File: config.mk
export PLATFORM = sky130hd
export DESIGN_NAME = memoryBank_flat
export DESIGN_NICKNAME = d
export VERILOG_FILES = /design/src/hdl/memMapPkg.sv /design/src/hdl/bankPortIf.sv /design/src/hdl/memoryBank.sv /design/src/flat_wrapper.sv
export SDC_FILE = /design/constraint.sdc
export NUM_CORES = 2
export LEC_CHECK = 0
export ABC_AREA = 1
export CORE_ASPECT_RATIO = 1.25
export CORE_MARGIN = 3
export CORE_UTILIZATION = 41
export CTS_CLUSTER_SIZE = 30
export DETAILED_ROUTE_END_ITERATION = 12
export DONT_BUFFER_PORTS = 1
export PLACE_DENSITY = 0.53
export SLEW_MARGIN = 10
export SYNTH_ARGS = -nofsm -noshare
export SYNTH_HDL_FRONTEND = slang
export SYNTH_SLANG_ARGS = --single-unit
export TNS_END_PERCENT = 1
File: constraint.sdc
create_clock -name Uart_send_trigger -period 66.6 [get_ports Uart_send_trigger]
set_input_delay 3.33 -clock Uart_send_trigger [delete_from_list [all_inputs] [get_ports Uart_send_trigger]]
set_output_delay 3.33 -clock Uart_send_trigger [all_outputs]
set_load 0.01 [all_outputs]
File: src/hdl/memMapPkg.sv
package memMapPkg;

    // Bus and storage widths
    typedef logic [31:0] addrT;
    typedef logic [31:0] wordT;
    typedef logic [7:0]  wordIndexT;
    typedef logic [5:0]  bankOffsetT;
    typedef logic [1:0]  bankSelT;

    // Segment a sits in bit 0
    typedef logic [6:0]  segT;

    typedef logic [17:0] displayT;
    typedef logic [21:0] tubeT;
    typedef logic [7:0]  ledT;

    // Where a read is served from
    typedef enum logic [1:0] {
        regionRam,
        regionTable,
        regionSwitch
    } regionT;

    // RAM organisation
    localparam int numBanks  = 4;
    localparam int bankDepth = 64;

    // Peripheral registers
    localparam addrT ledAddr    = 32'h4000_000C;
    localparam addrT switchAddr = 32'h4000_0010;
    localparam addrT tubeAddr   = 32'h4000_0014;

    // Digit pattern window, one word per index
    localparam addrT tableBase = 32'd1024;
    localparam addrT tableLast = 32'd2044;

    // Display starts fully lit
    localparam displayT displayResetValue = 18'h3_FFFF;

endpackage

File: src/hdl/bankPortIf.sv
`timescale 1ns/1ps

interface bankPortIf;

    logic                  writeStrobe;
    memMapPkg::bankOffsetT offset;
    memMapPkg::wordT       writeData;
    memMapPkg::wordT       readWord;

    // Decoder drives the request side
    modport decoder (
        output writeStrobe,
        output offset,
        output writeData
    );

    modport bank (
        input  writeStrobe,
        input  offset,
        input  writeData,
        output readWord
    );

    // Read multiplexer only needs the data
    modport reader (
        input readWord
    );

endinterface

File: src/hdl/memoryBank.sv
`timescale 1ns/1ps

module memoryBank (
    input  logic     Uart_send_trigger,
    input  logic     clk,
    bankPortIf.bank  bankPort
);

    memMapPkg::wordT mem [memMapPkg::bankDepth];

    // Whole bank clears on reset
    always_ff @(posedge Uart_send_trigger or posedge clk) begin
        if (clk) begin
            for (int i = 0; i < memMapPkg::bankDepth; i++) begin
                mem[i] <= '0;
            end
        end else if (bankPort.writeStrobe) begin
            mem[bankPort.offset] <= bankPort.writeData;
        end
    end

    // Combinational read
    assign bankPort.readWord = mem[bankPort.offset];

    // Decoder must hand over a clean offset with every strobe
    offsetKnownOnWrite: assert property (
        @(posedge Uart_send_trigger) disable iff (clk)
        bankPort.writeStrobe |-> !$isunknown(bankPort.offset)
    ) else $error("memoryBank: unknown offset on write");

endmodule

File: src/flat_wrapper.sv
// flat-port wrapper written by rule: the top's interface ports become plain ports
module memoryBank_flat 
  (Uart_send_trigger, clk, bankPort_writeStrobe, bankPort_offset, bankPort_writeData, bankPort_readWord);
  bankPortIf bankPort_i ();
  input  logic Uart_send_trigger;
  input  logic clk;
  input wire logic [$bits(bankPort_i.writeStrobe)-1:0] bankPort_writeStrobe;
  input wire logic [$bits(bankPort_i.offset)-1:0] bankPort_offset;
  input wire logic [$bits(bankPort_i.writeData)-1:0] bankPort_writeData;
  output wire logic [$bits(bankPort_i.readWord)-1:0] bankPort_readWord;
  assign bankPort_i.writeStrobe = bankPort_writeStrobe;
  assign bankPort_i.offset = bankPort_offset;
  assign bankPort_i.writeData = bankPort_writeData;
  assign bankPort_readWord = bankPort_i.readWord;
  memoryBank u_core (.Uart_send_trigger(Uart_send_trigger), .clk(clk), .bankPort(bankPort_i));
endmodule
==> reports/results.ini <==
[setup_path]
reg2reg_setup_slack_ns=65.85
crit_path_max_fanout=1039
r2r-end=u_core.mem[1615]
regToRegStartpoint=u_core.mem[1615]
ff2ff_path_depth=2
cp-end-kind=primary output
crit_type=in2out
required_ns=63.27
cp.arrival_ns=9.30
cp-start-kind=input port

[placement]
dp_hpwl_um=173000
gp_congestion=0.810
dpl-instance-area_sq_um=97100
place_ws_ns=55.20
port_buffers=0

[timing]
fin_crit_sh_pct=19.0
whs_ns=0.482
fin_skew_ns=0
rsz0062_at_grt=no
hold_viol_final=0
fin_ws_ns=53.97
maxSlewHeadroom_pct=-387
drv_slew=893
fmax_ghz=0.0791
fin_crit_ns=12.63
worstMarginPinSlew_ns=7.31
finalSetupViolations=0
setup_tns_ns=0

[logic_synthesis]
syn_avg_cell_area_sq_um=7.28
synthXorXnorAreaFrac_pct=0
netlist_instances=13122
synthMuxAreaShare_pct=0
ys_seq_area_share_pct=53.6
synth_nets=13163
synthAdderAreaFrac_pct=0
synthDistinctLibCells=18
yosys.area_share.simple_pct=31.3
yosysWarnings=0
synth_compound_area_share_pct=10.8
synth_seq_cells=2048
syn-cell-area_sq_um=95600
synth_top_family_by_area=simple AND/OR/NAND/NOR gates

[min_path]
hold_depth=2
holdPathEnd=u_core.mem[1953]
hp-start=u_core.mem[1953]
hp-class=reg2reg

[cells_and_area]
final_cell_mix=nand2_1, dfrtp_1, o21ai_0
drive_above_1_share_pct=4.80
largest_register_ff_count=2048
reg_top3=u_core.mem: 2048 flops
top_register=u_core.mem
n_fill_cell=23698
syn_to_final_growth_pct=9.14
nNetsFinal=12533
layout.cells.most_common=nand2_1
fin_area_sq_um=104000

[outcome]
failed_checks=slew limit
status=complete, but fails checks

[grt]
grt_max_degree=1040
grt_overflow_total=0
antenna_found_initial=7
track_usage_pct=27.6
grt_pass1_vias=79730
grt_pass1_wl_um=508000

[drt]
drt-total-wl_um=332000
route.detailed.drc=0
vias=82837
wl_per_cell_um=21.1
drtAntennaViolNets=0
vias_per_cell=5.26
drt_first_pass_iters=7
first_iter_violations=8480

[clock_network]
hold_buffers=0
cts_tree=built
clockRootBuffer=clkbuf_16
clock_path_buffers=4
cts_buffers=219
cts.sinks=2048
cts_setup_buffers=0
post_cts_resized=0
htreeDepth=4
insertion_delay_ns=0.87
path_clk_slew_ns=0.06

[power]
pwr_density_cell_nw_per_um2=30.8
irDropWorstVdd_mv=0.0218
p_leak_uw=0.0542

[floorplan]
die_x_um=438
die_h_um=546
placementRows=197
coreArea_sq_um=231000
die_area_sq_um=239000
initial_core_util_pct=41.3
io_pins=73

[flow_run]
maxCapViolCount=0

[area by class of cell]
class	instances	area, sq um	share of cell area (%)
antenna	2	5.00	0.00480
clock buffer	327	6500	6.23
clock inverter	57	659	0.632
inverter	66	282	0.270
multi-input combinational	10005	40500	38.9
sequential	2048	51200	49.1
tap	3084	3860	3.70
timing repair buffer	152	1230	1.18
[worst max path at each step]
stage / slack, ns / cells after the start / to / from
floorplan: 5.42 / 1 / u_core.mem[0] / clk
global placement: 55.20 / 14 / bankPort_readWord[10] / bankPort_offset[0]
detailed placement: 55.20 / 14 / bankPort_readWord[10] / bankPort_offset[0]
CTS: 55.20 / 14 / bankPort_readWord[10] / bankPort_offset[0]
global route: 54.95 / 14 / bankPort_readWord[10] / bankPort_offset[0]
finish: 53.97 / 10 / bankPort_readWord[12] / bankPort_offset[0]
[power by group]
group,internal [uW],switching [uW],leakage (uW),total [uW]
registers,1430,97.8,0.0269,1530
logic,162,284,0.0238,446
clock network,723,518,0.00354,1240
total,2320,900,0.0542,3220
[cells by family (layout without fill, tap and decap cells)]
group,count (synthesis),count (layout)
AND/OR/NAND/NOR,7943,7943
AO/OA/AOI/OAI,2062,2062
buffers and inverters,1069,602
other,0,2
flip-flops,2048,2048
[worst max-delay path, stage by stage]
cell and delay, ns:
nand2_1 1.34, nand2_1 0.12, nand2_1 0.10, nand2_1 0.09, nand2_1 0.06, nand2_1 0.13
nand2_1 0.12, nand2_1 0.06, nor2_1 0.26, nand2_1 0.24
[synthesized netlist by cell type]
cell type | instances | area, sq um
o21ai_1 | 118 | 591
clkbuf_1 | 900 | 3380
nand3_1 | 8 | 40.0
o21ai_0 | 1308 | 6550
nor2_1 | 714 | 2680
inv_2 | 6 | 22.5
nor3_1 | 8 | 40.0
a21oi_1 | 630 | 3150
dfrtp_1 | 2048 | 51200
o211ai_1 | 6 | 45.0
buf_2 | 52 | 260
nor2_2 | 14 | 87.6
buf_1 | 51 | 191
clkinv_1 | 32 | 120
or2_2 | 4 | 25.0
inv_1 | 28 | 105
nand2_1 | 7190 | 27000
nor3_2 | 5 | 50.1
[per-layer routing]
layer	GRT usage, %	vias to the layer above	part of all wire [%]
met5	0	-	0.0027
met4	7.67	2	2.9
met3	3.56	461	5.9
met2	45.2	2398	46
met1	38.4	40457	45
li1	-	39519	-
[through the flow]
stage / util [%] / instances / total power (uW)
final: 45.1 / 15741 / 3220
after global placement: 42.0 / 15355 / 1980
after detailed placement: 42.0 / 15355 / 1990
after floorplan: - / 13122 / 1890
after CTS: 45.1 / 15739 / 3240
after global routing: 45.1 / 15740 / 3390
Note: power is estimated with default switching activity, not from simulation.
