<file path="config.mk">
export PLATFORM = sky130hd
export DESIGN_NAME = outputRegs
export DESIGN_NICKNAME = d
export VERILOG_FILES = /design/src/hdl/memMapPkg.sv /design/src/hdl/outputRegs.sv
export SDC_FILE = /design/constraint.sdc
export NUM_CORES = 1
export LEC_CHECK = 0
export ABC_AREA = 1
export ABC_CLOCK_PERIOD_IN_PS = 1950
export BUFFER_PORTS_ARGS = -buffer_cell sky130_fd_sc_hd__buf_4
export CAP_MARGIN = 15
export CORE_AREA = 2 2 55 57
export DETAILED_ROUTE_END_ITERATION = 10
export DIE_AREA = 0 0 57 59
export PLACE_DENSITY = 0.76
export SYNTH_ARGS = -nofsm -noshare
export SYNTH_HDL_FRONTEND = slang
export SYNTH_SLANG_ARGS = --single-unit
</file>
<file path="constraint.sdc">
create_clock -name Uart_send_trigger -period 1.95 [get_ports Uart_send_trigger]
set_clock_uncertainty 0.15 [all_clocks]
set_input_delay 0.195 -clock Uart_send_trigger [delete_from_list [all_inputs] [get_ports Uart_send_trigger]]
set_output_delay 0.195 -clock Uart_send_trigger [all_outputs]
set_load 0.03 [all_outputs]
</file>
<file path="src/hdl/memMapPkg.sv">
package memMapPkg;

    // Bus and storage widths
    typedef logic [31:0] addrT;
    typedef logic [31:0] wordT;
    typedef logic [7:0]  wordIndexT;
    typedef logic [5:0]  bankOffsetT;
    typedef logic [1:0]  bankSelT;

    // Segment a sits in bit 0
    typedef logic [6:0]  segT;

    typedef logic [17:0] displayT;
    typedef logic [21:0] tubeT;
    typedef logic [7:0]  ledT;

    // Where a read is served from
    typedef enum logic [1:0] {
        regionRam,
        regionTable,
        regionSwitch
    } regionT;

    // RAM organisation
    localparam int numBanks  = 4;
    localparam int bankDepth = 64;

    // Peripheral registers
    localparam addrT ledAddr    = 32'h4000_000C;
    localparam addrT switchAddr = 32'h4000_0010;
    localparam addrT tubeAddr   = 32'h4000_0014;

    // Digit pattern window, one word per index
    localparam addrT tableBase = 32'd1024;
    localparam addrT tableLast = 32'd2044;

    // Display starts fully lit
    localparam displayT displayResetValue = 18'h3_FFFF;

endpackage

</file>
<file path="src/hdl/outputRegs.sv">
`timescale 1ns/1ps

module outputRegs (
    input  logic             Uart_send_trigger,
    input  logic             clk,
    input  logic             ledWrite,
    input  logic             tubeWrite,
    input  memMapPkg::wordT  writeData,
    output memMapPkg::ledT   led,
    output memMapPkg::tubeT  tube
);

    memMapPkg::ledT     ledReg;
    memMapPkg::displayT displayReg;

    always_ff @(posedge Uart_send_trigger or posedge clk) begin
        if (clk) begin
            ledReg <= '0;
        end else if (ledWrite) begin
            ledReg <= writeData[7:0];
        end
    end

    always_ff @(posedge Uart_send_trigger or posedge clk) begin
        if (clk) begin
            displayReg <= memMapPkg::displayResetValue;
        end else if (tubeWrite) begin
            displayReg <= writeData[17:0];
        end
    end

    assign led = ledReg;

    // Top four tube bits mirror display bits 10 to 7
    assign tube = {displayReg[10:7], displayReg};

    // Two distinct addresses, so never both in one cycle
    singleRegWrite: assert property (
        @(posedge Uart_send_trigger) disable iff (clk)
        !(ledWrite && tubeWrite)
    ) else $error("outputRegs: LED and tube written together");

endmodule

</file>
==> results.rst, run 1 <==
.. list-table::
   :header-rows: 1

   * - Metric
     - Value
   * - DP HPWL
     - 1890 um
   * - Vertical extent of the die
     - 59 um
   * - Total grt overflow
     - 0
   * - X dimension of the die
     - 57 um
   * - Residual DRC count
     - 0
   * - Setup repair after global routing missed its margin
     - false
   * - Crit start category
     - input pin
   * - Area growth from synthesis to layout
     - 57.6%
   * - Maximum clock insertion buffer count
     - 2
   * - Part of the cycle the worst path needs
     - 74.5%
   * - Number of antenna violations at the first check in global routing
     - 0
   * - Endpoint of the lowest-slack register-to-register path
     - displayReg[3]
   * - Register area share after synthesis
     - 63.1%
   * - Max VDD drop
     - 0.528 mV
   * - Pin count of the biggest net entering global routing
     - 20
   * - Port Buf Inserts
     - 51
   * - Routed via count divided by cell count
     - 4.51
   * - Effective utilization at floorplan
     - 39.3%
   * - Max-Slew Margin vs Limit
     - 81.7%
   * - Total CTS buffers
     - 3
   * - Min-Delay Path Class
     - in2reg
   * - Max-slew violation total from the final report
     - 0
   * - Worst min-delay path startpoint
     - tubeWrite
   * - Latest clock arrival within the worst-skew pair
     - 0.31 ns
   * - Data arrival, critical path
     - 1.53 ns
   * - Power density of the placed cells
     - 753 nW/um^2
   * - Site Rows
     - 19
   * - Post-CTS clock slew at the launch and capture registers of the worst setup and hold paths
     - 0.13 ns
   * - Slew @ Worst Pin
     - 0.274 ns
   * - Utilization of the core after routing
     - 62.0%
   * - Final nets
     - 222
   * - Avg Inst Size Synth
     - 9.27 sq um
   * - Post-Route Setup TNS
     - 0 ns
   * - Data required time at the worst endpoint
     - 2.02 ns
   * - Hold endpoint
     - displayReg[4]
   * - Fraction of layout instances using a drive strength above 1
     - 43.8%
   * - Overall track demand over capacity in global routing
     - 17.4%
   * - Hold_buf cts
     - 21
   * - Flop and latch count out of synthesis
     - 26
   * - Final critical delay including setup and external delays
     - 1.45 ns
   * - Starting DRT DRC Count
     - 29
   * - Number of antenna diodes
     - 0
   * - Overall die area
     - 3360 sq um
   * - Placeable Area
     - 2710 sq um
   * - Number of antenna-violating nets in the routed design
     - 0
   * - Clock tree from TritonCTS
     - built
   * - Netlist cell types
     - 10
   * - Via count
     - 974
   * - Max cap viols
     - 0
   * - Netlist area before placement
     - 1070 sq um
   * - Setup slack, reg-to-reg
     - 1.07 ns
   * - RR Startpoint
     - displayReg[3]
   * - First-pass GRT wire length
     - 4500 um
   * - Vias in the first global route
     - 1035
   * - Fmax achieved
     - 688 MHz
   * - CTS HTree Levels
     - 1
   * - Post-CTS setup buffer count
     - 0
   * - Worst Path Max Fanout
     - 9
   * - Post-CTS sizing
     - 0
   * - Number of cells on the worst hold path
     - 3
   * - Master cell of the clock root buffer
     - sky130_fd_sc_hd__clkbuf_4
   * - Clock sinks
     - 26
   * - Global placement routability congestion
     - 0.708
   * - Number of nets in the synthesized netlist
     - 151
   * - Instance count of the mapped netlist
     - 115
   * - Start-to-end type of the worst setup path
     - in2reg
   * - Worst Reg-to-Reg Cells
     - 2
   * - Setup Viol. Count Final
     - 0
   * - Final Hold Viols
     - 0
   * - Critical Path Sink Type
     - flip-flop
   * - # fillers
     - 240
   * - Wire length after detailed routing
     - 2670 um
   * - Ys Warns
     - 0
   * - I/O pins
     - 66
   * - Run status
     - complete, no violations
   * - First-pass DRT Iterations
     - 4
   * - Routed wire length per instance
     - 12.4 um
   * - Leak
     - 0.000897 uW
==> power breakdown <==
| group | internal (uW) | switching [uW] |
|---|---|---|
| sequential | 613 | 31.5 |
| combinational | 150 | 207 |
| clock | 114 | 151 |
==> Yosys cell counts, drive strengths merged <==
library cell  number  area (sq um)
buf                8          68.8
dfrtp              8           200
dfstp             18           473
inv                3          18.8
nand2             78           305
==> sequential cells by signal, indices dropped and copies added (netlist names) <==
name	count
displayReg	18
led	8
==> final cells by class <==
type                    count  area, sq um  share of cell area [%]
clock buffers               4         36.3                    2.16
repair buffers             74          608                    36.2
well taps                  31         38.8                    2.31
multi-input cells          78          305                    18.2
inverters                   3         18.8                    1.12
flip-flops and latches     26          673                    40.1
==> layer usage <==
layer	part of all wire, %	vias to the layer above	global-route usage, %	routed length [um]
met2	52	41	32.8	1390
li1	-	477	-	-
met5	0	-	0	0
met4	0.41	0	5.98	11
met1	41	454	20.2	1100
met3	6.2	2	2.62	166
==> how the worst max path moves through the flow <==
stage	from	to	slack, ns	cells after the start
finish	ledWrite	led[3]	0.50	5
global route	ledWrite	led[3]	0.48	5
CTS	ledWrite	led[3]	0.51	5
detailed placement	displayReg[9]	tube[20]	0.91	1
global placement	displayReg[9]	tube[9]	0.92	1
floorplan	displayReg[9]	tube[20]	0.80	1
==> placed cells by master (no fill, tap or decap), drive strengths merged <==
| cell type | netlist | final |
|---|---|---|
| inv | 3 | 3 |
| buf | 8 | 53 |
| dfrtp | 8 | 8 |
| clkbuf | 0 | 4 |
| nand2 | 78 | 78 |
| dlygate4sd3 | 0 | 21 |
| dfstp | 18 | 18 |
==> through the flow <==
step / setup WS [ns] / instance area [sq um] / instances / hold WS [ns] / total power [uW]
3_5_place_dp: 0.905 / 1430 / 191 / 0.246 / 978
5_1_grt: 0.478 / 1680 / 216 / 0.0265 / 1330
2_1_floorplan: 0.798 / 1070 / 115 / 0.0717 / 849
6_report: 0.497 / 1680 / 216 / 0.0377 / 1270
4_1_cts: 0.506 / 1680 / 216 / 0.0268 / 1280
3_3_place_gp: 0.917 / 1430 / 191 / 0.246 / 969
==> kinds of logic after synthesis <==
group	synth area share [%]
flip-flops	63.1
buffers and inverters	8.22
AND/OR/NAND/NOR	28.6
==> critical path: stages <==
cell and delay, ns:
sky130_fd_sc_hd__dlygate4sd3_1 0.53, sky130_fd_sc_hd__buf_4 0.16, sky130_fd_sc_hd__nand2_1 0.05, sky130_fd_sc_hd__dlygate4sd3_1 0.54
sky130_fd_sc_hd__nand2_1 0.05
Power figures use the tool's default switching activity.
==> inputs of run 2 (changes only) <==
--- a/config.mk
+++ b/config.mk
@@ -6,7 +6,7 @@
 export NUM_CORES = 1
 export LEC_CHECK = 0
 export ABC_AREA = 1
-export ABC_CLOCK_PERIOD_IN_PS = 1950
+export ABC_CLOCK_PERIOD_IN_PS = 1400
 export BUFFER_PORTS_ARGS = -buffer_cell sky130_fd_sc_hd__buf_4
 export CAP_MARGIN = 15
 export CORE_AREA = 2 2 55 57
==> constraint.sdc (replaced) <==
create_clock -name Uart_send_trigger -period 1.4 [get_ports Uart_send_trigger]
set_clock_uncertainty 0.15 [all_clocks]
set_input_delay 0.14 -clock Uart_send_trigger [delete_from_list [all_inputs] [get_ports Uart_send_trigger]]
set_output_delay 0.14 -clock Uart_send_trigger [all_outputs]
set_load 0.03 [all_outputs]
==> run 2 against run 1 <==
Critical path depth is the same. Register-to-register slack lost 0.55 ns. Critical path type unchanged. Global-route usage shrank 0.094 points.
==> results.rst, run 2 (same netlist as run 1, synthesis figures left out) <==
.. list-table::
   :header-rows: 1

   * - Metric
     - Value
   * - Vertical extent of the die
     - 59 um (unchanged)
   * - Min-Delay Path Class
     - in2reg
   * - Routed wire length per instance
     - 11.9 um (-3.7%)
   * - Post-Route Setup TNS
     - 0 ns (unchanged)
   * - Run status
     - complete, no violations
   * - Post-CTS setup buffer count
     - 0 (unchanged)
   * - Cell Chain, Critical Path
     - dlygate4sd3_1 -> buf_4 -> nand2_1 -> dlygate4sd3_1 -> nand2_1
   * - Worst Path Max Fanout
     - 1 (-8)
   * - Data arrival, critical path
     - 1.49 ns (-0.04 ns)
   * - Site Rows
     - 19 (unchanged)
   * - Critical Path Sink Type
     - flip-flop
   * - CTS HTree Levels
     - 1 (unchanged)
   * - Final cell area excluding filler cells
     - 1810 sq um (+7.9%)
   * - Starting DRT DRC Count
     - 13 (-55%)
   * - Setup repair after global routing missed its margin
     - false
   * - Reg with most FFs
     - displayReg
   * - Endpoint of the lowest-slack register-to-register path
     - displayReg[10]
   * - Setup slack, reg-to-reg
     - 0.52 ns (-0.55 ns)
   * - Post-CTS sizing
     - 0 (unchanged)
   * - Master cell of the clock root buffer
     - sky130_fd_sc_hd__clkbuf_4
   * - Top library cells by usage in the layout, fill and taps aside
     - 73 x sky130_fd_sc_hd__nand2_1, 52 x sky130_fd_sc_hd__buf_4, 36 x sky130_fd_sc_hd__dlygate4sd3_1, 18 x sky130_fd_sc_hd__dfstp_2, 8 x sky130_fd_sc_hd__dfrtp_1
   * - Max-slew violation total from the final report
     - 0 (unchanged)
   * - DP HPWL
     - 1740 um (-8.1%)
   * - Routed via count divided by cell count
     - 4.52 (+0.18%)
   * - Worst min-delay path startpoint
     - ledWrite
   * - Max VDD drop
     - 0.665 mV (+26%)
   * - Pin count of the biggest net entering global routing
     - 27 (+35%)
   * - Total CTS buffers
     - 3 (unchanged)
   * - Slew @ Worst Pin
     - 0.315 ns (+0.0411 ns)
   * - Via count
     - 1039 (+6.7%)
   * - Hold_buf cts
     - 36 (+71%)
   * - Fmax achieved
     - 721 MHz
   * - Latest clock arrival within the worst-skew pair
     - 0.31 ns (about the same)
   * - Global routing usage on met3
     - 3.06% (+0.44 points)
   * - Final critical delay including setup and external delays
     - 1.39 ns
   * - Number of cells on the worst hold path
     - 4 (+1)
   * - Setup Viol. Count Final
     - 0 (unchanged)
   * - Global routing usage on met2
     - 33.0% (+0.16 points)
   * - Area growth from synthesis to layout
     - 70.1%
   * - Vias in the first global route
     - 1078 (+4.2%)
   * - Number of antenna-violating nets in the routed design
     - 0 (unchanged)
   * - Clock sinks
     - 26 (unchanged)
   * - X dimension of the die
     - 57 um (unchanged)
   * - Leading cell type in the layout, fill and taps excluded
     - sky130_fd_sc_hd__nand2_1
   * - Number of antenna diodes
     - 0 (unchanged)
   * - Placeable Area
     - 2710 sq um (unchanged)
   * - First-pass DRT Iterations
     - 4 (unchanged)
   * - I/O pins
     - 66 (unchanged)
   * - Maximum clock insertion buffer count
     - 2 (unchanged)
   * - First-pass GRT wire length
     - 4480 um (-0.44%)
   * - Part of the cycle the worst path needs
     - 99.1%
   * - Data required time at the worst endpoint
     - 1.50 ns (-0.52 ns)
   * - Flip-flop count of the largest register after layout
     - 18 (unchanged)
   * - Max cap viols
     - 0 (unchanged)
   * - Post-place instance area
     - 1430 sq um (-0.52%)
   * - Cell with the largest stage delay on the worst path
     - sky130_fd_sc_hd__dlygate4sd3_1
   * - Overall track demand over capacity in global routing
     - 17.3% (-0.094 points)
   * - Number of antenna violations at the first check in global routing
     - 0 (unchanged)
   * - Final nets
     - 236 (+6.3%)
   * - Residual DRC count
     - 0 (unchanged)
   * - Max-Slew Margin vs Limit
     - 79.0% (-2.7 points)
   * - Port Buf Inserts
     - 51 (unchanged)
   * - Leak
     - 0.000930 uW (+3.7%)
   * - Power density of the placed cells
     - 960 nW/um^2 (+27%)
   * - RR Startpoint
     - displayReg[10]
   * - Effective utilization at floorplan
     - 39.3% (unchanged)
   * - Busiest layer in global routing
     - met2
   * - Global placement routability congestion
     - 0.704 (-0.49%)
   * - Final Hold Viols
     - 0 (unchanged)
   * - Hold endpoint
     - led[4]
   * - Met1 Track Usage GR
     - 19.5% (-0.72 points)
   * - Fraction of layout instances using a drive strength above 1
     - 39.7% (-4.1 points)
   * - Start-to-end type of the worst setup path
     - in2reg
   * - Clock tree from TritonCTS
     - built
   * - Worst Reg-to-Reg Cells
     - 2 (unchanged)
   * - Wire length after detailed routing
     - 2740 um (+2.5%)
   * - Total grt overflow
     - 0 (unchanged)
   * - Overall die area
     - 3360 sq um (unchanged)
   * - Post-CTS clock slew at the launch and capture registers of the worst setup and hold paths
     - 0.13 ns (about the same)
   * - Crit start category
     - input pin
   * - Delay contributed by the slowest stage of the critical path
     - 0.55 ns (about the same)
run 2: how the worst max path moves through the flow:
| stage | slack, ns | start | end |
|---|---|---|---|
| finish | 0.01 | writeData[16] | displayReg[16] |
| detailed placement | 0.41 | displayReg[9] | tube[20] |
| floorplan | 0.30 | displayReg[9] | tube[20] |
| CTS | 0.03 | writeData[7] | led[7] |
| global route | 0.005 | writeData[16] | displayReg[16] |
| global placement | 0.42 | displayReg[9] | tube[9] |
run 2: critical path: cells and delay by family:
kind                   cells  cell delay [ns]
and+or+nand+nor            2             0.13
buffers and inverters      3             1.22
run 2: final cells by class:
class	count	area, sq um
well taps	31	38.8
inverters	3	18.8
clock buffers	4	26.3
flip-flops and latches	26	673
multi-input cells	78	305
repair buffers	88	751
fillers	213	897
run 2: power breakdown:
group / leakage [uW] / switching (uW) / internal (uW) / total [uW]
Clock: 0.0000150 / 206 / 111 / 317
Combinational: 0.000629 / 294 / 234 / 528
Sequential: 0.000286 / 42.3 / 853 / 895
Total: 0.000930 / 542 / 1200 / 1740
run 2: per-stage QoR:
| step | std cells | power (uW) | hold WS [ns] | util, % | worst slack [ns] |
|---|---|---|---|---|---|
| after detailed placement | 190 | 1360 | 0.0822 | 52.6 | 0.409 |
| after CTS | 230 | 1750 | 0.0201 | 66.9 | 0.0261 |
| after floorplan | 115 | 1180 | 0.0167 | - | 0.303 |
| after global placement | 190 | 1350 | 0.0631 | 52.6 | 0.422 |
| after global routing | 230 | 1820 | 0.0435 | 66.9 | 0.00457 |
| final | 230 | 1740 | 0.0378 | 66.9 | 0.0125 |
run 2: routing by layer:
layer	part of all wire (%)	wire length (um)
met1	42	1150
met2	51	1390
met3	6.8	187
met4	0.40	11
met5	0	0
