--- src/hdl/memMapPkg.sv ---
package memMapPkg;

    // Bus and storage widths
    typedef logic [31:0] addrT;
    typedef logic [31:0] wordT;
    typedef logic [7:0]  wordIndexT;
    typedef logic [5:0]  bankOffsetT;
    typedef logic [1:0]  bankSelT;

    // Segment a sits in bit 0
    typedef logic [6:0]  segT;

    typedef logic [17:0] displayT;
    typedef logic [21:0] tubeT;
    typedef logic [7:0]  ledT;

    // Where a read is served from
    typedef enum logic [1:0] {
        regionRam,
        regionTable,
        regionSwitch
    } regionT;

    // RAM organisation
    localparam int numBanks  = 4;
    localparam int bankDepth = 64;

    // Peripheral registers
    localparam addrT ledAddr    = 32'h4000_000C;
    localparam addrT switchAddr = 32'h4000_0010;
    localparam addrT tubeAddr   = 32'h4000_0014;

    // Digit pattern window, one word per index
    localparam addrT tableBase = 32'd1024;
    localparam addrT tableLast = 32'd2044;

    // Display starts fully lit
    localparam displayT displayResetValue = 18'h3_FFFF;

endpackage

--- src/hdl/segmentTable.sv ---
`timescale 1ns/1ps

module segmentTable (
    input  memMapPkg::wordIndexT index,
    output memMapPkg::segT       hundreds,
    output memMapPkg::segT       tens,
    output memMapPkg::segT       ones
);

    logic [3:0] hundredsDigit;
    logic [3:0] tensDigit;
    logic [3:0] onesDigit;

    // Common cathode, segment a in bit 0
    function automatic memMapPkg::segT digitToSeg(input logic [3:0] digit);
        memMapPkg::segT seg;
        case (digit)
            4'd0:    seg = 7'h3F;
            4'd1:    seg = 7'h06;
            4'd2:    seg = 7'h5B;
            4'd3:    seg = 7'h4F;
            4'd4:    seg = 7'h66;
            4'd5:    seg = 7'h6D;
            4'd6:    seg = 7'h7D;
            4'd7:    seg = 7'h07;
            4'd8:    seg = 7'h7F;
            4'd9:    seg = 7'h6F;
            default: seg = 7'h00;
        endcase
        return seg;
    endfunction

    // Decimal split of 0..255
    assign hundredsDigit = 4'(index / 8'd100);
    assign tensDigit     = 4'((index / 8'd10) % 8'd10);
    assign onesDigit     = 4'(index % 8'd10);

    assign hundreds = digitToSeg(hundredsDigit);
    assign tens     = digitToSeg(tensDigit);
    assign ones     = digitToSeg(onesDigit);

endmodule

--- config.mk ---
export PLATFORM = sky130hd
export DESIGN_NAME = segmentTable
export DESIGN_NICKNAME = d
export VERILOG_FILES = /design/src/hdl/memMapPkg.sv /design/src/hdl/segmentTable.sv
export SDC_FILE = /design/constraint.sdc
export NUM_CORES = 1
export LEC_CHECK = 0
export ABC_CLOCK_PERIOD_IN_PS = 5350
export BUFFER_PORTS_ARGS = -buffer_cell sky130_fd_sc_hd__buf_2
export CORE_MARGIN = 2
export CORE_UTILIZATION = 55
export DETAILED_ROUTE_END_ITERATION = 8
export PLACE_DENSITY = 0.81
export SLEW_MARGIN = 0
export SYNTH_ARGS = -nofsm -noshare
export SYNTH_HDL_FRONTEND = slang
export SYNTH_SLANG_ARGS = --single-unit
--- constraint.sdc ---
create_clock -name vclk -period 5.35
set_input_delay 0.2675 -clock vclk [all_inputs]
set_output_delay 0.2675 -clock vclk [all_outputs]
set_load 0.01 [all_outputs]
==> results.md, run 1 <==
- The register area share after synthesis is 0.
- The number of I/O port buffers is 28.
- Setup repair after global routing left no endpoint under its margin.
- The weighted congestion at the end of routability-driven global placement is 0.8772.
- The share of the clock period used by the worst path is 0.8542.
- The slowest stage of the critical path belongs to the cell o41ai_2.
- At the worst endpoint, the required time is 5.08 ns.
- In this run the tightest slew margin relative to its limit is 0.5781.
- The critical path in this run is classified as in -> out.
- The overall routing resource usage is 0.2234.
- The internal power component is 0.1068 mW.
- The core region is 2148 um2.
- The count of maximum capacitance violations is 0.
- The net switching power of the design is roughly 0.15 mW.
- Summing every instance area after synthesis gives roughly 1200 um2.
- The width of the chip is ~51 um.
- Leaving out fill and tap cells, the most frequent cells in the layout are buf_2 (28), ha_1 (15), a21oi_1 (12).
- Before CTS, the worst setup slack after placement is roughly 0.89 ns.
- The finished layout holds 212 standard cells, fillers aside.
- Summing all flip-flop and latch instances after layout gives 0 um2.
- The count of pins over their slew limit is 0.
- The cell type with the highest aggregate area in the netlist is ha_1.
- The count of final hold-check violations is 0.
- The ratio of total power to cell area is 195.8 nW/um2.
- Setup violations remaining at the end of the flow were counted as 0.
- The number of cells in the design after placement is 212.
- Summing internal, switching and leakage power gives about 0.26 mW.
- The clock tree buffer count of the final layout is 0.
- The worst stage delay on the critical path is ~0.49 ns.
- Of all nets on the critical path, the largest fanout is 23.
- The number of antenna violations at the first check in global routing is 0.
- The total number of placement rows is 17.
- The area of the die is 2620 um2.
- The worst hold path startpoint is index[1].
- After synthesis, the mean cell area works out to 7.163 um2.
- The number of inserted diodes is 0.
- The part of the power in combinational logic is 1.000.
- After clock tree synthesis, the repair step resized 0 gates.
- After detailed routing, the number of remaining DRC violations is 0.
- The kind of end point of the critical path is an output port.
- The detailed-router iteration count before antenna repair is 4.
- The time the worst path needs with I/O delays and setup is 4.570 ns.
- After clock tree synthesis, the setup repair step added 0 buffers.
- After detailed routing, the average wire length per cell comes to about 14 um.
- The chip height is a little over 50 um.
- Entering global routing, the biggest net connects 24 pins.
- The number of DRC violations after detailed-routing iteration 0 is 51.
- Of the total power, the share spent switching nets is 0.5831.
- The aggregate routed wire length is around 2.9 mm.
- In the final layout, the share of cells above drive strength 1 is 0.2554.
- The area of the multi-input gates is roughly 1100 um2.
- For this design the static power due to leakage is 0.5967 nW.
- In this run the worst setup path begins at index[6].
- The most critical setup path has its endpoint at tens[3].
- The portion of total power attributed to the clock network is 0.
- The number of different library cells used by synthesis comes to 63.
- The initial cell density of the core is 0.5702.
- The number of buffer and inverter stages on the critical path is 4.
- The count of hold-fix buffers inserted at cts is 0.
- The first global-routing pass estimated 4.774 mm of wire.
- The data arrival time of the critical path is approximately 4.3 ns.
- The share of synthesized area in the top cell type comes to 0.1532.
- After synthesis, the cell types taking the most area are ha_1 (15%), xnor2_1 (5.0%), a21oi_1 (4.9%).
- The area growth from synthesis to layout is 6.844%.
- After technology mapping, the gate count stands at 171.
- The total nets after synthesis is 194.
- The min-delay analysis places its worst path in the category in -> out.
- The measured slew at the worst slew-check pin is between 0.6 and 0.7 ns.
- Counting the fill cells in the layout gives 210.
- The critical path runs through a total of 16 cells.
- The flow ran to the end, and the final reports show no timing, DRC or antenna violations.
- The total grt overflow is 0.
- Of the total power, registers draw 0.
- The via count of the first global-routing pass was 1042.
- For this run, the top clock speed supported by timing is 0.2188 GHz.
- STA classifies the critical path startpoint as an input port.
- After detailed routing, the number of vias per cell comes to about 6.0.
- Walking the worst path, the cells encountered are buf_2, nor2b_2, o22ai_1, a21oi_2, ha_1, inv_1, a311oi_1, o221ai_1, o41ai_2, mux2_4, a21o_1, a21oi_1, inv_1, ha_1, o21ba_1, buf_2.
- There are 0 flip-flops and latches.
- The count of antenna-violating nets left after detailed routing is 0.
- The net count of the finished layout is 209.
- Setup slack closes at slightly below 0.8 ns.
- The worst voltage drop across the vdd grid is 0.1327 mV.
- The post-route setup TNS is 0 ns.
- The half-perimeter wire length after detailed placement is about 2.3 mm.
- The most common cell after layout, fill and taps aside is buf_2.
- The count of synthesis-stage warnings from yosys is 0.
- The cell family with the largest share of critical-path delay is compound AO/OA/AOI/OAI gates.
- The number of primary I/O pins is 29.
- The number of vias after detailed routing is approximately 1300.
[power groups by stage]
stage	clock [mW]	combinational, mW	sequential [mW]
floorplan	0	0.192	0
global placement	0	0.244	0
detailed placement	0	0.254	0
CTS	0	0.255	0
global route	0	0.284	0
finish	0	0.256	0
[synth_stat cells (2+ instances only)]
| cell type | count |
|---|---|
| a22oi_1 | 2 |
| inv_1 | 11 |
| o21ai_2 | 2 |
| xnor2_1 | 7 |
| maj3_2 | 2 |
| and2_1 | 2 |
| buf_6 | 2 |
| mux2i_1 | 3 |
| or3b_1 | 2 |
| a311oi_1 | 2 |
| o311ai_0 | 2 |
| nand2_1 | 10 |
| and3_1 | 2 |
| o21ai_0 | 7 |
| clkbuf_1 | 2 |
| o221ai_1 | 2 |
| a211o_1 | 2 |
| o22ai_1 | 3 |
| nor2_1 | 9 |
| ha_1 | 15 |
| buf_2 | 7 |
| a21o_1 | 3 |
| or2_2 | 2 |
| o211ai_1 | 3 |
| or3_1 | 2 |
| a21oi_1 | 12 |
| nand3b_1 | 2 |
| or2_1 | 2 |
| xor2_1 | 2 |
| buf_4 | 3 |
| nand3_1 | 7 |
| inv_2 | 3 |
| a31oi_1 | 4 |
[worst min path at each step]
| stage | endpoint | slack, ns | cells past startpoint |
|---|---|---|---|
| floorplan | hundreds[5] | 0.76 | 3 |
| global placement | ones[6] | 0.96 | 4 |
| detailed placement | ones[6] | 0.98 | 4 |
| CTS | ones[6] | 0.98 | 4 |
| global route | ones[6] | 1.05 | 4 |
| finish | ones[6] | 0.98 | 4 |
[area by class of cell]
cell class,count,share of cell area
Tap cell,28,0.02677
Timing Repair Buffer,28,0.1071
Multi-Input combinational cell,141,0.8231
Inverter,15,0.04302
[routing by layer]
layer	routed length [um]	up-vias	GRT usage
met5	0	-	0
met2	1429	44	0.3961
met3	164	2	0.002924
met4	10	0	0.009009
li1	-	650	-
met1	1291	574	0.3158
[logic make-up (layout without fill, tap and decap cells)]
logic type      after synthesis  after routing  share of synthesized area
other cells                   1              1                   0.003061
simple gates                 51             51                     0.2421
buf+inv                      30             43                     0.1205
xor+xnor                      9              9                    0.06435
compound gates               58             58                     0.3524
fa+ha+maj                    17             17                     0.1716
mux                           5              5                    0.04596
[stage by stage]
stage                     hold WS, ns  area, um2  utilization
after floorplan                0.7628       1225            -
after CTS                      0.9772       1309       0.6092
after detailed placement       0.9818       1309       0.6092
final                          0.9811       1309       0.6092
after global placement         0.9631       1309       0.6092
after global routing            1.054       1309       0.6092
Power figures use the tool's default switching activity.
==> run 2: changes to the inputs <==
--- a/config.mk
+++ b/config.mk
@@ -7,11 +7,12 @@
 export LEC_CHECK = 0
 export ABC_CLOCK_PERIOD_IN_PS = 5350
 export BUFFER_PORTS_ARGS = -buffer_cell sky130_fd_sc_hd__buf_2
+export CORE_ASPECT_RATIO = 1.2
 export CORE_MARGIN = 2
-export CORE_UTILIZATION = 55
+export CORE_UTILIZATION = 25
 export DETAILED_ROUTE_END_ITERATION = 8
-export PLACE_DENSITY = 0.81
 export SLEW_MARGIN = 0
 export SYNTH_ARGS = -nofsm -noshare
 export SYNTH_HDL_FRONTEND = slang
 export SYNTH_SLANG_ARGS = --single-unit
+export TNS_END_PERCENT = 1
==> run 2 against run 1 <==
Maximum frequency is 3.6% higher. Clock-buffer cell count stayed put. Flip-flop and latch count stayed put. Critical endpoint unchanged.
==> results.md, run 2 (synthesis gave the netlist of run 1 again) <==
- The global-route wire length before repair is 4.974 mm (+4.2%).
- The via count of the first global-routing pass is 1092 (+4.8%).
- The post-route setup TNS came to 0 ns (unchanged).
- The width of the chip is 67.90 um (+33%).
- The total number of placement rows was 27 (+10).
- The overall routing resource usage came to 0.1079 (-0.1155).
- The worst voltage drop across the vdd grid is 0.07961 mV (-40%).
- The wire length on met3 is 98 um (-40%).
- The measured slew at the worst slew-check pin was 0.6063 ns (-0.02228 ns).
- The number of setup buffers added after CTS is 0 (unchanged).
- The half-perimeter wire length after detailed placement is 2.201 mm (-4.5%).
- The highest metal layer carrying signal wires in the routed design is met4.
- The initial cell density of the core came to 0.2627 (-0.3074).
- The signed area change from the synthesized netlist to the final layout is 9.908%.
- The ratio of total power to cell area is 187.5 nW/um2 (-4.3%).
- The kind of end point of the critical path is an output port.
- The leakage component of the power is 0.5967 nW (unchanged).
- The flow ran to the end, and the final reports show no timing, DRC or antenna violations.
- The top achievable clock speed is 0.2268 GHz (+3.6%).
- The count of filler cells inserted in the layout came to 522 (+150%).
- Setup repair after global routing left no endpoint under its margin.
- The count of antenna-violating nets left after detailed routing is 0 (unchanged).
- The sequential standard cell area is 0 um2 (unchanged).
- The met1 layer wirelength in the final routing is 1.292 mm (about the same).
- The count of final hold-check violations is 0 (unchanged).
- The total power is 0.2524 mW (-1.5%).
- The number of vias after detailed routing was 1247 (-1.8%).
- The number of DRC violations after detailed-routing iteration 0 is 49 (-3.9%).
- The number of primary I/O pins is 29 (unchanged).
- The count of instances resized after the clock tree is built is 0 (unchanged).
- The net count of the finished layout came to 209 (unchanged).
- The number of antenna violations at the first check in global routing is 0 (unchanged).
- The detail-routed net length per standard cell is 11.74 um (-14%).
- The proportion of layout cells with a drive suffix above 1 is 0.2554 (unchanged).
- The relative slew slack is 0.5907 (+0.01256).
- The clock tree buffer count of the final layout is 0 (unchanged).
- The total grt overflow is 0 (unchanged).
- The required time of the critical path is 5.08 ns (about the same).
- The path type of the worst min-delay path is in -> out.
- In this run the worst setup path begins at index[6].
- The number of I/O port buffers is 28 (unchanged).
- The number of inserted diodes is 0 (unchanged).
- The count of maximum capacitance violations is 0 (unchanged).
- The critical path is of the in -> out type.
- The average vias per placed instance is 5.153 (-14%).
- The most common cell after layout, fill and taps aside is buf_2.
- The library cells used most frequently in the layout, excluding fill and tap cells, are buf_2 (28), ha_1 (15), a21oi_1 (12).
- The time the worst path needs with I/O delays and setup came to 4.409 ns (-0.1605 ns).
- The share of the clock period used by the worst path is 0.8242 (-0.03000).
- The area of the die is 5478 um2 (+110%).
- The chip height was 80.68 um (+58%).
- The detailed-router iteration count before antenna repair is 5 (+1).
- The maximum net fanout on the critical path is 23 (unchanged).
- The total core area is 4662 um2 (+120%).
- The layout sequential cell count is 0 (unchanged).
- The final routed DRC violation total is 0 (unchanged).
- STA classifies the critical path startpoint as an input port.
- The count of hold-fix buffers inserted at cts is 0 (unchanged).
- The total setup violations reported at the end of the flow is 0 (unchanged).
- The data arrival time of the critical path was 4.14 ns (-0.16 ns).
- The aggregate routed wire length is 2.840 mm (-1.9%).
- The maximum number of pins on one net before global-route repair is 24 (unchanged).
- The weighted congestion at the end of routability-driven global placement is 0.7867 (-10%).
- The count of pins over their slew limit came to 0 (unchanged).
- The worst setup path endpoint is tens[3].
- The amount of wire on met2 after detailed routing is 1.433 mm (+0.28%).
run 2: cell counts in the layout (fill, tap and decap cells not counted):
Identical to the previous run, type by type.
run 2: critical path, cell delays in order:
cell,delay [ns]
buf_2,0.22
and2_1,0.23
or3_1,0.37
a21oi_2,0.26
ha_1,0.21
inv_1,0.04
a311oi_1,0.22
o221ai_1,0.20
o41ai_2,0.43
mux2_4,0.37
a21o_1,0.20
a21oi_1,0.36
inv_1,0.14
ha_1,0.31
o21ba_1,0.18
buf_2,0.13
run 2: final cells by class:
class	instances	area (um2)	share of cell area
repair buffers	28	140.1	0.1041
inverters	15	56.30	0.04182
well taps	58	72.57	0.05390
multi-input cells	141	1077	0.8002
run 2: worst min-delay path by stage:
stage                   from           to  cells past startpoint
global placement    index[1]      ones[6]                      4
global route        index[1]      ones[6]                      4
CTS                 index[1]      ones[6]                      4
detailed placement  index[1]      ones[6]                      4
floorplan           index[2]  hundreds[5]                      3
finish              index[1]      ones[6]                      4
run 2: layer usage:
layer | global-route usage | vias up
li1 | - | 650
met1 | 0.1442 | 570
met2 | 0.1971 | 25
met3 | 0.004202 | 2
met4 | 0.006000 | 0
met5 | 0 | -
run 2: through the flow:
stage | area [um2] | setup slack (ns) | hold slack, ns | util | instances
floorplan | 1225 | 1.331 | 0.7628 | - | 171
global placement | 1346 | 1.053 | 0.9965 | 0.2888 | 242
detailed placement | 1346 | 0.9802 | 1.003 | 0.2888 | 242
CTS | 1346 | 0.9613 | 0.9994 | 0.2888 | 242
global route | 1346 | 0.6344 | 1.035 | 0.2888 | 242
finish | 1346 | 0.9406 | 1.000 | 0.2888 | 242
run 2: power breakdown:
| group | switching, mW | total, mW | internal, mW | leakage (nW) |
|---|---|---|---|---|
| Clock | 0 | 0 | 0 | 0 |
| Combinational | 0.146 | 0.252 | 0.106 | 0.597 |
| Sequential | 0 | 0 | 0 | 0 |
| Total | 0.146 | 0.252 | 0.106 | 0.597 |
==> run 3: changes to the inputs <==
--- a/config.mk
+++ b/config.mk
@@ -5,7 +5,7 @@
 export SDC_FILE = /design/constraint.sdc
 export NUM_CORES = 1
 export LEC_CHECK = 0
-export ABC_CLOCK_PERIOD_IN_PS = 5350
+export ABC_CLOCK_PERIOD_IN_PS = 3800
 export BUFFER_PORTS_ARGS = -buffer_cell sky130_fd_sc_hd__buf_2
 export CORE_ASPECT_RATIO = 1.2
 export CORE_MARGIN = 2
==> constraint.sdc (replaced) <==
create_clock -name vclk -period 3.8
set_input_delay 0.19 -clock vclk [all_inputs]
set_output_delay 0.19 -clock vclk [all_outputs]
set_load 0.01 [all_outputs]
==> run 3 against run 2 <==
Clock-buffer cell count is the same. Combinational power grew 62%. Flip-flop and latch count is the same. Sequential share of layout area is the same. First-iteration DRC count shrank 35%. Die area is the same. Final cell count grew 7.4%. Routed wire length grew 14%. Setup slack lost 0.80 ns. Largest power group unchanged. Highest routed layer unchanged.
==> results.md, run 3 (synthesis gave the netlist of run 1 again) <==
- The run finished with clean final reports.
- The proportion of layout cells with a drive suffix above 1 is 0.3663 (+0.1109).
- The total grt overflow is 0 (unchanged).
- The count of antenna-violating nets left after detailed routing is 0 (unchanged).
- The required time of the critical path is 3.61 ns (-1.47 ns).
- The number of antenna violations at the first check in global routing was 0 (unchanged).
- The count of filler cells inserted in the layout is 519 (-0.57%).
- The maximum number of pins on one net before global-route repair is 14 (-42%).
- The number of I/O port buffers was 28 (unchanged).
- On the critical path the largest part of the delay comes from compound AO/OA/AOI/OAI gates.
- STA classifies the critical path startpoint as an input port.
- The via count of the first global-routing pass was 1160 (+6.2%).
- The library cell used most frequently in the layout, excluding fill and tap cells, is buf_2.
- The worst voltage drop across the vdd grid is 0.1132 mV (+42%).
- The measured slew at the worst slew-check pin is 0.5435 ns (-0.06282 ns).
- The critical path is of the in -> out type.
- The clock tree buffer count of the final layout was 0 (unchanged).
- The total core area is 4662 um2 (unchanged).
- The final routed DRC violation total is 0 (unchanged).
- The aggregate routed wire length is 3.226 mm (+14%).
- Leaving out fill and tap cells, the most frequent cells in the layout are buf_2 (26), buf_4 (19), ha_1 (13).
- The final non-filler cell total is 260 (+7.4%).
- The average vias per placed instance is 5.150 (about the same).
- The number of primary I/O pins came to 29 (unchanged).
- The met3 demand-to-capacity share in global routing is 0 (-0.004202).
- The initial cell density of the core is 0.2627 (unchanged).
- The layer carrying the most global-route usage is met2.
- In the finished design, the share of the clock period the worst path needs comes to 0.9636.
- The number of buffer and inverter stages on the critical path is 4 (unchanged).
- Walking the worst path, the cells encountered are buf_4, and2_4, or3_1, a21oi_2, ha_2, inv_2, a311oi_2, o221ai_2, o41ai_4, mux2_4, nor3_1, a21oi_2, buf_4, ha_1, a31o_1, o21ba_1, buf_2.
- The detailed-router iteration count before antenna repair is 4 (-1).
- The width of the chip is 67.90 um (unchanged).
- The count of final hold-check violations was 0 (unchanged).
- The global-route wire length before repair is 5.188 mm (+4.3%).
- The smallest clock period supported by the final layout is computed as roughly 3.7 ns.
- The ratio of total power to cell area is 266.4 nW/um2 (+42%).
- The count of hold-fix buffers inserted at cts was 0 (unchanged).
- The core occupancy in the finished layout is 0.3288 (+0.03999).
- The relative slew slack is 0.6331 (+0.04241).
- The number of inserted diodes is 0 (unchanged).
- The total setup violations reported at the end of the flow is 0 (unchanged).
- The number of DRC violations after detailed-routing iteration 0 is 32 (-35%).
- The total power is 0.4083 mW (+62%).
- The worst hold path startpoint is index[1].
- The met2 usage in global routing is 0.2147 (+0.01765).
- The number of vias after detailed routing came to 1339 (+7.4%).
- The number of cells in the design after placement is 258 (+6.6%).
- The data arrival time of the critical path is 3.47 ns (-0.67 ns).
- The count of cells along the worst hold path is 4 (unchanged).
- The weighted congestion at the end of routability-driven global placement came to 0.7694 (-2.2%).
- For this run, the top clock speed supported by timing is 0.2731 GHz.
- The hold path endpoint is ones[6].
- The path class of the tightest hold or removal check is in -> out.
- The net count of the finished layout is 227 (+8.6%).
- The worst stage delay on the critical path is 0.37 ns (-0.06 ns).
- The maximum net fanout on the critical path is 6 (-74%).
- The sequential standard cell area is 0 um2 (unchanged).
- The global-route track usage on met1 came to 0.1517 (+0.007500).
- The worst setup path is captured at an output port.
- The worst hold-check slack is 0.8297 ns (-0.1705 ns).
- The layout sequential cell count is 0 (unchanged).
- On the critical path, the stage with the largest delay is an instance of o41ai_4.
- The area of the die is 5478 um2 (unchanged).
- The chip height is 80.68 um (unchanged).
- Relative to the synthesized area, the layout overhead comes to 25.13%.
- The count of maximum capacitance violations was 0 (unchanged).
- The total number of placement rows is 27 (unchanged).
- The area of the multi-input gates came to 1120 um2 (+3.9%).
- The count of pins over their slew limit is 0 (unchanged).
- The overall routing resource usage came to 0.1139 (+0.005963).
- The half-perimeter wire length after detailed placement was 2.494 mm (+13%).
- The detail-routed net length per standard cell came to 12.41 um (+5.7%).
- The leakage component of the power was 0.6913 nW (+16%).
- The post-route setup TNS is 0 ns (unchanged).
==> run 3: what timing repair did <==
item | CTS | global route
endpoints found under the setup margin | 0 | 6
buffers inserted | 0 | 2
hold endpoints to repair | 0 | 0
gates resized for setup | 0 | 15
==> run 3: worst max-delay path by stage <==
stage	startpoint	end	slack (ns)	depth (start not counted)
finish	index[5]	tens[3]	0.14	17
global route	index[5]	tens[3]	-0.02	16
CTS	index[6]	tens[3]	0.12	16
detailed placement	index[6]	tens[3]	0.1	16
global placement	index[6]	tens[3]	0.16	16
floorplan	index[5]	tens[3]	0.01	17
==> run 3: per-stage QoR <==
| step | setup slack, ns | instance area [um2] |
|---|---|---|
| CTS | 0.1185 | 1466 |
| finish | 0.1384 | 1533 |
| floorplan | 0.01122 | 1225 |
| global placement | 0.1614 | 1466 |
| global route | -0.01959 | 1533 |
| detailed placement | 0.09743 | 1466 |
==> run 3: area by class of cell <==
class | count | share of cell area
Multi-Input combinational cell | 141 | 0.7306
Tap cell | 58 | 0.04735
Inverter | 15 | 0.03673
Timing Repair Buffer | 46 | 0.1853
==> run 3: layer usage <==
layer | part of all wire | vias up
met4 | 0.0040 | 0
met1 | 0.45 | 627
met3 | 0.028 | 2
met5 | 0 | -
li1 | - | 687
met2 | 0.52 | 23
==> run 3: power by group <==
part / internal (mW) / total, mW / switching, mW / leakage (nW)
combinational: 0.186 / 0.408 / 0.222 / 0.691
clock: 0 / 0 / 0 / 0
sequential: 0 / 0 / 0 / 0
total: 0.186 / 0.408 / 0.222 / 0.691
